[config.mk]
export PLATFORM = sky130hd
export DESIGN_NAME = issue_stage
export DESIGN_NICKNAME = d
export VERILOG_FILES = /design/src/verilog/issue_pkg.sv /design/src/verilog/reg_file.sv /design/src/verilog/alu.sv /design/src/verilog/mult_fsm.sv /design/src/verilog/mult_step_counter.sv /design/src/verilog/mult_datapath.sv /design/src/verilog/scoreboard.sv /design/src/verilog/issue_read_operands.sv /design/src/verilog/issue_stage.sv
export SDC_FILE = /design/constraint.sdc
export NUM_CORES = 1
export LEC_CHECK = 0
export BUFFER_PORTS_ARGS = -buffer_cell sky130_fd_sc_hd__buf_2
export CAP_MARGIN = 20
export CELL_PAD_IN_SITES_DETAIL_PLACEMENT = 0
export CELL_PAD_IN_SITES_GLOBAL_PLACEMENT = 1
export CORE_MARGIN = 2
export CORE_UTILIZATION = 57
export CTS_CLUSTER_SIZE = 28
export DETAILED_ROUTE_END_ITERATION = 10
export PLACE_DENSITY = 0.84
export SYNTH_ARGS = -nofsm -noshare
export SYNTH_HDL_FRONTEND = slang
export SYNTH_HIERARCHICAL = 1
export SYNTH_SLANG_ARGS = --single-unit
[constraint.sdc]
create_clock -name clk_i -period 13.2 [get_ports clk_i]
set_input_delay 1.32 -clock clk_i [delete_from_list [all_inputs] [get_ports clk_i]]
set_output_delay 1.32 -clock clk_i [all_outputs]
set_load 0.005 [all_outputs]
[src/verilog/issue_pkg.sv]
`default_nettype none

package issue_pkg;

  // ----------------------------------------------------------
  // Widths
  // ----------------------------------------------------------
  // Datapath width
  localparam int unsigned XLEN = 16;
  // Architectural registers, x0 reads as zero
  localparam int unsigned NR_REGS = 8;
  localparam int unsigned REG_AW = $clog2(NR_REGS);
  // Enough for a scoreboard of up to 8 slots
  localparam int unsigned TRANS_ID_BITS = 3;

  // ----------------------------------------------------------
  // Encodings
  // ----------------------------------------------------------
  typedef enum logic [2:0] {
    OP_ADD = 3'd0,
    OP_SUB = 3'd1,
    OP_AND = 3'd2,
    OP_OR  = 3'd3,
    OP_XOR = 3'd4,
    OP_LI  = 3'd5,
    OP_MUL = 3'd6
  } opcode_e;

  // Target execution unit
  typedef enum logic {
    FU_ALU  = 1'b0,
    FU_MULT = 1'b1
  } fu_e;

  // ----------------------------------------------------------
  // Structs
  // ----------------------------------------------------------
  // Instruction as delivered by decode
  typedef struct packed {
    opcode_e           op;
    logic [REG_AW-1:0] rd;
    logic [REG_AW-1:0] rs1;
    logic [REG_AW-1:0] rs2;
    logic [XLEN-1:0]   imm;
  } decoded_instr_t;

  // Operands handed to a unit
  typedef struct packed {
    opcode_e                  op;
    logic [XLEN-1:0]          operand_a;
    logic [XLEN-1:0]          operand_b;
    logic [TRANS_ID_BITS-1:0] trans_id;
  } fu_data_t;

  // One writeback port
  typedef struct packed {
    logic                     valid;
    logic [TRANS_ID_BITS-1:0] trans_id;
    logic [XLEN-1:0]          data;
  } wb_t;

  // Result retired from the scoreboard head
  typedef struct packed {
    logic [REG_AW-1:0]        rd;
    logic [XLEN-1:0]          data;
    logic [TRANS_ID_BITS-1:0] trans_id;
  } commit_t;

endpackage

`default_nettype wire

[src/verilog/reg_file.sv]
`timescale 1ns/100ps
`default_nettype none

module reg_file (
  input  logic                         clk_i,
  input  logic                         arst_n_i,
  input  logic [issue_pkg::REG_AW-1:0] raddr_a_i,
  input  logic [issue_pkg::REG_AW-1:0] raddr_b_i,
  output logic [issue_pkg::XLEN-1:0]   rdata_a_o,
  output logic [issue_pkg::XLEN-1:0]   rdata_b_o,
  input  logic                         we_i,
  input  logic [issue_pkg::REG_AW-1:0] waddr_i,
  input  logic [issue_pkg::XLEN-1:0]   wdata_i
);
  import issue_pkg::*;

  logic [NR_REGS-1:0][XLEN-1:0] mem_q;

  // Same-cycle write is visible on the read side
  function automatic logic [XLEN-1:0] read_port(input logic [REG_AW-1:0] addr);
    if (we_i && (waddr_i == addr) && (addr != '0)) begin
      return wdata_i;
    end
    return mem_q[addr];
  endfunction

  always_comb begin
    rdata_a_o = read_port(raddr_a_i);
    rdata_b_o = read_port(raddr_b_i);
  end

  // x0 stays zero
  always_ff @(posedge clk_i or negedge arst_n_i) begin
    if (!arst_n_i) begin
      mem_q <= '0;
    end else if (we_i && (waddr_i != '0)) begin
      mem_q[waddr_i] <= wdata_i;
    end
  end

endmodule

`default_nettype wire

[src/verilog/alu.sv]
`timescale 1ns/100ps
`default_nettype none

module alu (
  input  logic                clk_i,
  input  logic                arst_n_i,
  input  logic                valid_i,
  input  issue_pkg::fu_data_t fu_data_i,
  output issue_pkg::wb_t      wb_o
);
  import issue_pkg::*;

  logic [XLEN-1:0]          result;
  logic                     valid_q;
  logic [TRANS_ID_BITS-1:0] id_q;
  logic [XLEN-1:0]          data_q;

  always_comb begin
    case (fu_data_i.op)
      OP_ADD:  result = fu_data_i.operand_a + fu_data_i.operand_b;
      OP_SUB:  result = fu_data_i.operand_a - fu_data_i.operand_b;
      OP_AND:  result = fu_data_i.operand_a & fu_data_i.operand_b;
      OP_OR:   result = fu_data_i.operand_a | fu_data_i.operand_b;
      OP_XOR:  result = fu_data_i.operand_a ^ fu_data_i.operand_b;
      // Immediate arrives on operand b
      OP_LI:   result = fu_data_i.operand_b;
      default: result = '0;
    endcase
  end

  // One-cycle writeback pulse
  always_ff @(posedge clk_i or negedge arst_n_i) begin
    if (!arst_n_i) begin
      valid_q <= 1'b0;
    end else begin
      valid_q <= valid_i;
    end
  end

  always_ff @(posedge clk_i) begin
    if (valid_i) begin
      id_q   <= fu_data_i.trans_id;
      data_q <= result;
    end
  end

  assign wb_o = '{valid: valid_q, trans_id: id_q, data: data_q};

endmodule

`default_nettype wire

[src/verilog/mult_fsm.sv]
`timescale 1ns/100ps
`default_nettype none

module mult_fsm (
  input  logic clk_i,
  input  logic arst_n_i,
  input  logic start_i,
  input  logic last_step_i,
  output logic idle_o,
  output logic step_en_o,
  output logic load_o,
  output logic done_o
);

  typedef enum logic [1:0] {
    IDLE,
    BUSY,
    DONE
  } state_e;

  state_e state_q;
  state_e state_d;

  always_comb begin
    state_d = state_q;
    case (state_q)
      IDLE:    if (start_i) state_d = BUSY;
      // One shift-add step per cycle
      BUSY:    if (last_step_i) state_d = DONE;
      // Writeback cycle, then accept again
      DONE:    state_d = IDLE;
      default: state_d = IDLE;
    endcase
  end

  always_ff @(posedge clk_i or negedge arst_n_i) begin
    if (!arst_n_i) begin
      state_q <= IDLE;
    end else begin
      state_q <= state_d;
    end
  end

  assign idle_o    = (state_q == IDLE);
  assign load_o    = (state_q == IDLE) & start_i;
  assign step_en_o = (state_q == BUSY);
  assign done_o    = (state_q == DONE);

endmodule

`default_nettype wire

[src/verilog/mult_step_counter.sv]
`timescale 1ns/100ps
`default_nettype none

module mult_step_counter (
  input  logic clk_i,
  input  logic arst_n_i,
  input  logic clear_i,
  input  logic step_en_i,
  output logic last_step_o
);
  import issue_pkg::*;

  localparam int unsigned CW = $clog2(XLEN);

  logic [CW-1:0] count_q;

  // Restart on every operand load
  always_ff @(posedge clk_i or negedge arst_n_i) begin
    if (!arst_n_i) begin
      count_q <= '0;
    end else if (clear_i) begin
      count_q <= '0;
    end else if (step_en_i) begin
      count_q <= count_q + 1'b1;
    end
  end

  // Step XLEN-1 is the final one
  assign last_step_o = step_en_i & (count_q == CW'(XLEN - 1));

endmodule

`default_nettype wire

[src/verilog/mult_datapath.sv]
`timescale 1ns/100ps
`default_nettype none

module mult_datapath (
  input  logic                clk_i,
  input  logic                arst_n_i,
  input  logic                load_i,
  input  logic                step_en_i,
  input  logic                done_i,
  input  issue_pkg::fu_data_t fu_data_i,
  output issue_pkg::wb_t      wb_o
);
  import issue_pkg::*;

  logic [XLEN-1:0]          mcand_q;
  logic [XLEN-1:0]          mplier_q;
  logic [XLEN-1:0]          product_q;
  logic [TRANS_ID_BITS-1:0] id_q;

  // ----------------------------------------------------------
  // Shift-add, low XLEN bits only
  // ----------------------------------------------------------
  always_ff @(posedge clk_i or negedge arst_n_i) begin
    if (!arst_n_i) begin
      mcand_q   <= '0;
      mplier_q  <= '0;
      product_q <= '0;
      id_q      <= '0;
    end else if (load_i) begin
      mcand_q   <= fu_data_i.operand_a;
      mplier_q  <= fu_data_i.operand_b;
      product_q <= '0;
      id_q      <= fu_data_i.trans_id;
    end else if (step_en_i) begin
      // Accumulate when the current multiplier bit is set
      if (mplier_q[0]) begin
        product_q <= product_q + mcand_q;
      end
      mcand_q  <= mcand_q << 1;
      mplier_q <= mplier_q >> 1;
    end
  end

  // Result is presented while done is high
  assign wb_o = '{valid: done_i, trans_id: id_q, data: product_q};

endmodule

`default_nettype wire

[src/verilog/scoreboard.sv]
`timescale 1ns/100ps
`default_nettype none

module scoreboard #(
  parameter int unsigned NR_SB_ENTRIES = 4,
  localparam int unsigned IDW = $clog2(NR_SB_ENTRIES)
) (
  input  logic                                              clk_i,
  input  logic                                              arst_n_i,
  // Allocation strobe from the issue logic
  input  logic                                              issue_i,
  input  issue_pkg::decoded_instr_t                         issue_instr_i,
  output logic [IDW-1:0]                                    alloc_id_o,
  // Per-slot view used for forwarding
  output logic [NR_SB_ENTRIES-1:0]                          sb_busy_o,
  output logic [NR_SB_ENTRIES-1:0][issue_pkg::REG_AW-1:0]   sb_rd_o,
  output logic [NR_SB_ENTRIES-1:0]                          sb_res_valid_o,
  output logic [NR_SB_ENTRIES-1:0][issue_pkg::XLEN-1:0]     sb_res_o,
  output logic                                              sb_full_o,
  // Writeback ports of the two units
  input  issue_pkg::wb_t                                    alu_wb_i,
  input  issue_pkg::wb_t                                    mult_wb_i,
  // In-order retirement
  output logic                                              commit_valid_o,
  output issue_pkg::commit_t                                commit_o
);
  import issue_pkg::*;

  logic [IDW-1:0]           head_q;
  logic [IDW-1:0]           tail_q;
  logic [IDW:0]             count_q;
  logic [NR_SB_ENTRIES-1:0] alloc_hit;
  logic [NR_SB_ENTRIES-1:0] alu_hit;
  logic [NR_SB_ENTRIES-1:0] mult_hit;

  assign alloc_id_o = tail_q;
  assign sb_full_o  = (count_q == (IDW + 1)'(NR_SB_ENTRIES));

  // Head retires once its result has arrived
  assign commit_valid_o    = sb_busy_o[head_q] & sb_res_valid_o[head_q];
  assign commit_o.rd       = sb_rd_o[head_q];
  assign commit_o.data     = sb_res_o[head_q];
  assign commit_o.trans_id = TRANS_ID_BITS'(head_q);

  // Slot decode for allocation and both writeback ports
  always_comb begin
    for (int i = 0; i < NR_SB_ENTRIES; i++) begin
      alloc_hit[i] = issue_i && (tail_q == IDW'(i));
      alu_hit[i]   = alu_wb_i.valid && (alu_wb_i.trans_id == TRANS_ID_BITS'(i));
      mult_hit[i]  = mult_wb_i.valid && (mult_wb_i.trans_id == TRANS_ID_BITS'(i));
    end
  end

  // ----------------------------------------------------------
  // Pointers and occupancy
  // ----------------------------------------------------------
  always_ff @(posedge clk_i or negedge arst_n_i) begin
    if (!arst_n_i) begin
      head_q  <= '0;
      tail_q  <= '0;
      count_q <= '0;
    end else begin
      if (issue_i) begin
        tail_q <= tail_q + 1'b1;
      end
      if (commit_valid_o) begin
        head_q <= head_q + 1'b1;
      end
      // Issue and commit in one cycle leave the count alone
      case ({issue_i, commit_valid_o})
        2'b10:   count_q <= count_q + 1'b1;
        2'b01:   count_q <= count_q - 1'b1;
        default: ;
      endcase
    end
  end

  // ----------------------------------------------------------
  // Slot state
  // ----------------------------------------------------------
  always_ff @(posedge clk_i or negedge arst_n_i) begin
    if (!arst_n_i) begin
      sb_busy_o      <= '0;
      sb_res_valid_o <= '0;
    end else begin
      for (int i = 0; i < NR_SB_ENTRIES; i++) begin
        if (alloc_hit[i]) begin
          sb_busy_o[i]      <= 1'b1;
          sb_res_valid_o[i] <= 1'b0;
        end
        // Results may land out of order
        if (alu_hit[i] || mult_hit[i]) begin
          sb_res_valid_o[i] <= 1'b1;
        end
        if (commit_valid_o && (head_q == IDW'(i))) begin
          sb_busy_o[i] <= 1'b0;
        end
      end
    end
  end

  // Destination and result payload
  always_ff @(posedge clk_i) begin
    for (int i = 0; i < NR_SB_ENTRIES; i++) begin
      if (alloc_hit[i]) begin
        sb_rd_o[i] <= issue_instr_i.rd;
      end
      if (alu_hit[i]) begin
        sb_res_o[i] <= alu_wb_i.data;
      end else if (mult_hit[i]) begin
        sb_res_o[i] <= mult_wb_i.data;
      end
    end
  end

endmodule

`default_nettype wire

[src/verilog/issue_read_operands.sv]
`timescale 1ns/100ps
`default_nettype none

module issue_read_operands #(
  parameter int unsigned NR_SB_ENTRIES = 4,
  localparam int unsigned IDW = $clog2(NR_SB_ENTRIES)
) (
  // Decode handshake
  input  logic                                              instr_valid_i,
  input  issue_pkg::decoded_instr_t                         instr_i,
  output logic                                              instr_ack_o,
  // Register file read ports
  output logic [issue_pkg::REG_AW-1:0]                      rs1_addr_o,
  output logic [issue_pkg::REG_AW-1:0]                      rs2_addr_o,
  input  logic [issue_pkg::XLEN-1:0]                        rs1_data_i,
  input  logic [issue_pkg::XLEN-1:0]                        rs2_data_i,
  // Scoreboard view
  input  logic [IDW-1:0]                                    alloc_id_i,
  input  logic [NR_SB_ENTRIES-1:0]                          sb_busy_i,
  input  logic [NR_SB_ENTRIES-1:0][issue_pkg::REG_AW-1:0]   sb_rd_i,
  input  logic [NR_SB_ENTRIES-1:0]                          sb_res_valid_i,
  input  logic [NR_SB_ENTRIES-1:0][issue_pkg::XLEN-1:0]     sb_res_i,
  input  logic                                              sb_full_i,
  // Unit status and dispatch
  input  logic                                              mult_idle_i,
  output logic                                              alu_valid_o,
  output logic                                              mult_valid_o,
  output issue_pkg::fu_data_t                               fu_data_o
);
  import issue_pkg::*;

  // Resolved source operand
  typedef struct packed {
    logic            stall;
    logic [XLEN-1:0] data;
  } operand_t;

  operand_t op_a;
  operand_t op_b;
  fu_e      fu;
  logic     uses_rs;
  logic     stall;
  logic     unit_free;

  // Youngest busy slot with a matching rd wins
  // Walks from the oldest slot (tail) towards the newest
  function automatic operand_t lookup(input logic [REG_AW-1:0] rs,
                                      input logic [XLEN-1:0]   rf_data);
    operand_t       res;
    logic [IDW-1:0] idx;
    res.stall = 1'b0;
    res.data  = rf_data;
    for (int k = NR_SB_ENTRIES; k >= 1; k--) begin
      idx = alloc_id_i - IDW'(k);
      if (sb_busy_i[idx] && (sb_rd_i[idx] == rs)) begin
        // Pending result blocks issue
        res.stall = ~sb_res_valid_i[idx];
        res.data  = sb_res_i[idx];
      end
    end
    // x0 never depends on anything
    if (rs == '0) begin
      res.stall = 1'b0;
      res.data  = '0;
    end
    return res;
  endfunction

  assign rs1_addr_o = instr_i.rs1;
  assign rs2_addr_o = instr_i.rs2;

  always_comb begin
    op_a = lookup(instr_i.rs1, rs1_data_i);
    op_b = lookup(instr_i.rs2, rs2_data_i);
  end

  // ----------------------------------------------------------
  // Issue decision
  // ----------------------------------------------------------
  assign fu      = (instr_i.op == OP_MUL) ? FU_MULT : FU_ALU;
  // LI reads no registers
  assign uses_rs = (instr_i.op != OP_LI);
  assign stall   = uses_rs & (op_a.stall | op_b.stall);
  // ALU takes one op per cycle on its own port
  // Multiplier only accepts from idle
  assign unit_free = (fu == FU_ALU) | mult_idle_i;

  assign instr_ack_o  = instr_valid_i & ~sb_full_i & ~stall & unit_free;
  assign alu_valid_o  = instr_ack_o & (fu == FU_ALU);
  assign mult_valid_o = instr_ack_o & (fu == FU_MULT);

  always_comb begin
    fu_data_o.op        = instr_i.op;
    fu_data_o.operand_a = op_a.data;
    fu_data_o.operand_b = uses_rs ? op_b.data : instr_i.imm;
    fu_data_o.trans_id  = TRANS_ID_BITS'(alloc_id_i);
  end

endmodule

`default_nettype wire

[src/verilog/issue_stage.sv]
`timescale 1ns/100ps
`default_nettype none

module issue_stage #(
  parameter int unsigned NR_SB_ENTRIES = 4,
  localparam int unsigned IDW = $clog2(NR_SB_ENTRIES)
) (
  input  logic                      clk_i,
  input  logic                      arst_n_i,
  // Decode handshake
  input  logic                      instr_valid_i,
  input  issue_pkg::decoded_instr_t instr_i,
  output logic                      instr_ack_o,
  // Commit strobe, no back-pressure
  output logic                      commit_valid_o,
  output issue_pkg::commit_t        commit_o,
  output logic                      sb_full_o
);
  import issue_pkg::*;

  // ----------------------------------------------------------
  // Scoreboard to issue logic
  // ----------------------------------------------------------
  logic [IDW-1:0]                       alloc_id;
  logic [NR_SB_ENTRIES-1:0]             sb_busy;
  logic [NR_SB_ENTRIES-1:0][REG_AW-1:0] sb_rd;
  logic [NR_SB_ENTRIES-1:0]             sb_res_valid;
  logic [NR_SB_ENTRIES-1:0][XLEN-1:0]   sb_res;

  // Register file reads
  logic [REG_AW-1:0] rs1_addr;
  logic [REG_AW-1:0] rs2_addr;
  logic [XLEN-1:0]   rs1_data;
  logic [XLEN-1:0]   rs2_data;

  // Dispatch and writeback
  logic     alu_valid;
  logic     mult_valid;
  fu_data_t fu_data;
  wb_t      alu_wb;
  wb_t      mult_wb;

  // Multiplier control
  logic mult_idle;
  logic mult_load;
  logic mult_step_en;
  logic mult_last_step;
  logic mult_done;

  scoreboard #(
    .NR_SB_ENTRIES(NR_SB_ENTRIES)
  ) i_scoreboard (
    .clk_i,
    .arst_n_i,
    .issue_i       (instr_ack_o),
    .issue_instr_i (instr_i),
    .alloc_id_o    (alloc_id),
    .sb_busy_o     (sb_busy),
    .sb_rd_o       (sb_rd),
    .sb_res_valid_o(sb_res_valid),
    .sb_res_o      (sb_res),
    .sb_full_o,
    .alu_wb_i      (alu_wb),
    .mult_wb_i     (mult_wb),
    .commit_valid_o,
    .commit_o
  );

  issue_read_operands #(
    .NR_SB_ENTRIES(NR_SB_ENTRIES)
  ) i_issue_read_operands (
    .instr_valid_i,
    .instr_i,
    .instr_ack_o,
    .rs1_addr_o    (rs1_addr),
    .rs2_addr_o    (rs2_addr),
    .rs1_data_i    (rs1_data),
    .rs2_data_i    (rs2_data),
    .alloc_id_i    (alloc_id),
    .sb_busy_i     (sb_busy),
    .sb_rd_i       (sb_rd),
    .sb_res_valid_i(sb_res_valid),
    .sb_res_i      (sb_res),
    .sb_full_i     (sb_full_o),
    .mult_idle_i   (mult_idle),
    .alu_valid_o   (alu_valid),
    .mult_valid_o  (mult_valid),
    .fu_data_o     (fu_data)
  );

  // Commit writes the architectural state
  reg_file i_reg_file (
    .clk_i,
    .arst_n_i,
    .raddr_a_i(rs1_addr),
    .raddr_b_i(rs2_addr),
    .rdata_a_o(rs1_data),
    .rdata_b_o(rs2_data),
    .we_i     (commit_valid_o),
    .waddr_i  (commit_o.rd),
    .wdata_i  (commit_o.data)
  );

  alu i_alu (
    .clk_i,
    .arst_n_i,
    .valid_i  (alu_valid),
    .fu_data_i(fu_data),
    .wb_o     (alu_wb)
  );

  // ----------------------------------------------------------
  // Iterative multiplier
  // ----------------------------------------------------------
  mult_fsm i_mult_fsm (
    .clk_i,
    .arst_n_i,
    .start_i    (mult_valid),
    .last_step_i(mult_last_step),
    .idle_o     (mult_idle),
    .step_en_o  (mult_step_en),
    .load_o     (mult_load),
    .done_o     (mult_done)
  );

  mult_step_counter i_mult_step_counter (
    .clk_i,
    .arst_n_i,
    .clear_i    (mult_load),
    .step_en_i  (mult_step_en),
    .last_step_o(mult_last_step)
  );

  mult_datapath i_mult_datapath (
    .clk_i,
    .arst_n_i,
    .load_i   (mult_load),
    .step_en_i(mult_step_en),
    .done_i   (mult_done),
    .fu_data_i(fu_data),
    .wb_o     (mult_wb)
  );

endmodule

`default_nettype wire

==> impl_metrics.json <==
{
  "antenna_left": 0,
  "grt_usage_pct": 29.26,
  "hpwlAfterDp_mm": 40.04,
  "max_cap_violations": 0,
  "critPathMaxFanout": 39,
  "finalWirelength_mm": 56.76,
  "crit_path_cell_trace": "buf_2 > buf_4 > xnor2_1 > nor3b_1 > or2_0 > a221oi_1 > o311a_1 > o21ai_0 > inv_1 > ha_1 > a21oi_1 > xnor2_1 > ha_1 > a21o_1 > a221oi_2 > o21ai_2 > a211oi_2 > nor4b_1 > a311o_1",
  "gp_routability_congestion": 0.8472,
  "viasPerCell": 6.516,
  "synth-compound-area-share_pct": 10.24,
  "synth_adder_area_share_pct": 4.476,
  "rsz0062_at_grt": "no",
  "synth-main-ff-cell": "dfrtp_1",
  "synth_cell_type_count": 104,
  "synth.ff_latch_count": 296,
  "drv_slew": 0,
  "synth_area_per_cell_um2": 11.70,
  "synthArstFlopShare_pct": 67.91,
  "cts_tree": "built",
  "synthMuxAreaShare_pct": 32.85,
  "start_util_pct": 57.74,
  "cp.required_ns": 13.49,
  "fin_crit_ns": 6.906,
  "dr.pass1.iters": 7,
  "slowest_delay_ns": 0.79,
  "synthXorXnorAreaFrac_pct": 3.014,
  "post-cts-setup-buffers": 0,
  "min_path_type": "register to register",
  "core_region_area_um2": 37670,
  "clock_sinks": 296,
  "clock_skew_ns": 0.01428,
  "grt_max_degree": 84,
  "crit_type": "input port to register",
  "diodes": 0,
  "final_cell_mix": "mux2_2, dfrtp_1, mux2i_1",
  "dieArea_um2": 39740,
  "die_x_um": 199.3,
  "mappedNetlistArea_um2": 21750,
  "cts_buffers": 36,
  "synth-simple-area-share_pct": 7.806,
  "layout-drive-gt1-share_pct": 28.51,
  "fin_tns_setup_ns": 0,
  "hold_buffers": 0,
  "startpoint_type": "input port",
  "portBuffers": 54,
  "root_buffer": "clkbuf_16",
  "synth_edf_count": 95,
  "cp-end-kind": "register",
  "drt_iter0_markers": 1201,
  "hold_violations": 0,
  "remaining_drc_errors": 0,
  "overflow": 0,
  "relSlewSlack_pct": 27.31,
  "grt_pass1_vias": 15582,
  "synth_top_family_by_area": "multiplexers",
  "via_count": 15397,
  "htreeDepth": 2,
  "slowest_stage": "or2_0",
  "row_count": 71,
  "insertion_delay_ns": 0.55,
  "yosysSeqAreaShare_pct": 36.24,
  "yosys_warnings": 6,
  "wl_per_cell_um": 24.02,
  "nets": 1932,
  "setup_viol": 0,
  "synthToLayoutAreaGrowth_pct": 6.857,
  "final_common_cell": "mux2_2",
  "arrival_ns": 7.20,
  "grt_pass1_wl_mm": 89.68,
  "antenna_found_initial": 0,
  "die_h_um": 199.3,
  "n_fill_cell": 3076,
  "cts_resized": 0,
  "synthesis.nets": 1966,
  "worstMarginPinSlew_ns": 1.090,
  "clk_path_buf_depth": 3,
  "clk_pin_slew_worst_paths_ns": 0.06,
  "maxClockFrequency_ghz": 0.1448,
  "synth_cells": 1859,
  "fin_crit_sh_pct": 52.32,
  "status": "finished clean",
  "ioPinCount": 56
}
-- flip-flops by register name, summed over array words and instances, names as in the netlist, 3 cells and up --
signal	flops
i_scoreboard/sb_busy_o	4
i_scoreboard/count_q	3
i_scoreboard/sb_res_valid_o	4
i_scoreboard/sb_res_o	64
i_mult_datapath/product_q	16
i_reg_file/mem_q	128
i_scoreboard/sb_rd_o	12
i_mult_datapath/id_q	3
i_alu/data_q	16
i_mult_step_counter/count_q	4
i_mult_datapath/mplier_q	16
i_mult_datapath/mcand_q	16
i_alu/id_q	3
-- per-layer routing --
layer  global-route usage [%]  share of wire (%)
met3                    5.502                6.9
met5                        0                  0
met1                    40.91                 44
met4                    7.599                2.2
met2                    47.08                 47
-- final timing paths --
path | from | to | slack [ns] | cells past startpoint
hold reg to reg | i_reg_file/mem_q[1]$_DFFE_PN0P_ | i_reg_file/mem_q[1]$_DFFE_PN0P_ | 0.40 | 0
hold / removal | i_reg_file/mem_q[1]$_DFFE_PN0P_ | i_reg_file/mem_q[1]$_DFFE_PN0P_ | 0.40 | 0
setup reg to reg | i_scoreboard/head_q[0]$_DFFE_PN0N_ | i_alu/data_q[12]$_SDFFCE_PN0P_ | 6.54 | 21
min in group asynchronous | arst_n_i | i_reg_file/mem_q[63]$_DFFE_PN0P_ | 0.74 | 1
max in group asynchronous | arst_n_i | i_mult_datapath/mplier_q[10]$_DFFE_PN0P_ | 11.23 | 2
setup / recovery | instr_i[17] | i_alu/data_q[12]$_SDFFCE_PN0P_ | 6.29 | 19
-- critical path, delay by kind of cell --
kind	cells	cell delay, ns
adders and majority gates	2	0.68
xor gates and xnor gates	2	0.27
and+or+nand+nor	3	1.24
AOI/OAI and AO/OA	9	2.88
buffers and inverters	3	0.77
-- area by class of cell --
cell class              instances  area (um2)  share of cell area, %
repair buffers                 90       569.3                  2.450
multi-input cells            1341       12730                  54.79
flip-flops and latches        296        7890                  33.95
clock inverters                13       160.2                 0.6891
inverters                      60       225.2                 0.9690
clock buffers                  52        1022                  4.398
well taps                     511       639.4                  2.751
-- metrics by stage --
step	setup WS, ns	std cells	hold slack (ns)	util (%)	area, um2
after detailed placement	5.883	2297	0.3824	58.49	22030
after global routing	5.976	2363	0.4096	61.70	23240
final	6.294	2363	0.3965	61.70	23240
after CTS	6.434	2362	0.3960	61.63	23210
after floorplan	7.239	1859	0.4342	-	21750
after global placement	6.021	2297	0.3745	58.49	22030
-- Yosys cell counts, types with 12 or more instances --
library cell | count | area share, %
a211o_1 | 15 | 0.60
a21oi_1 | 39 | 0.90
a221oi_1 | 22 | 0.89
a31oi_1 | 21 | 0.60
and3_1 | 22 | 0.63
buf_2 | 27 | 0.62
buf_4 | 33 | 1.1
buf_6 | 16 | 0.83
clkbuf_1 | 77 | 1.3
dfrtp_1 | 201 | 23
edfxtp_1 | 95 | 13
ha_1 | 73 | 4.2
inv_1 | 58 | 1.0
mux2_2 | 239 | 12
mux2i_1 | 185 | 8.5
mux4_1 | 16 | 1.9
mux4_2 | 89 | 9.2
nand2_1 | 131 | 2.3
nor2_1 | 70 | 1.2
o21ai_0 | 95 | 2.2
o21ai_1 | 17 | 0.39
o22ai_1 | 12 | 0.35
o311a_1 | 16 | 0.74
xnor2_1 | 50 | 2.0
xor2_1 | 23 | 0.93
-- kinds of logic after synthesis --
| group | count (synthesis) |
|---|---|
| AO/OA/AOI/OAI | 321 |
| XOR/XNOR | 74 |
| buffers and inverters | 222 |
| adder cells (fa/ha/maj) | 76 |
| flip-flops | 296 |
| AND/OR/NAND/NOR | 327 |
| multiplexers | 541 |
| other | 2 |
Power is not shown: default switching activity piles up to over one toggle a cycle in this logic, so the estimate is an artifact.
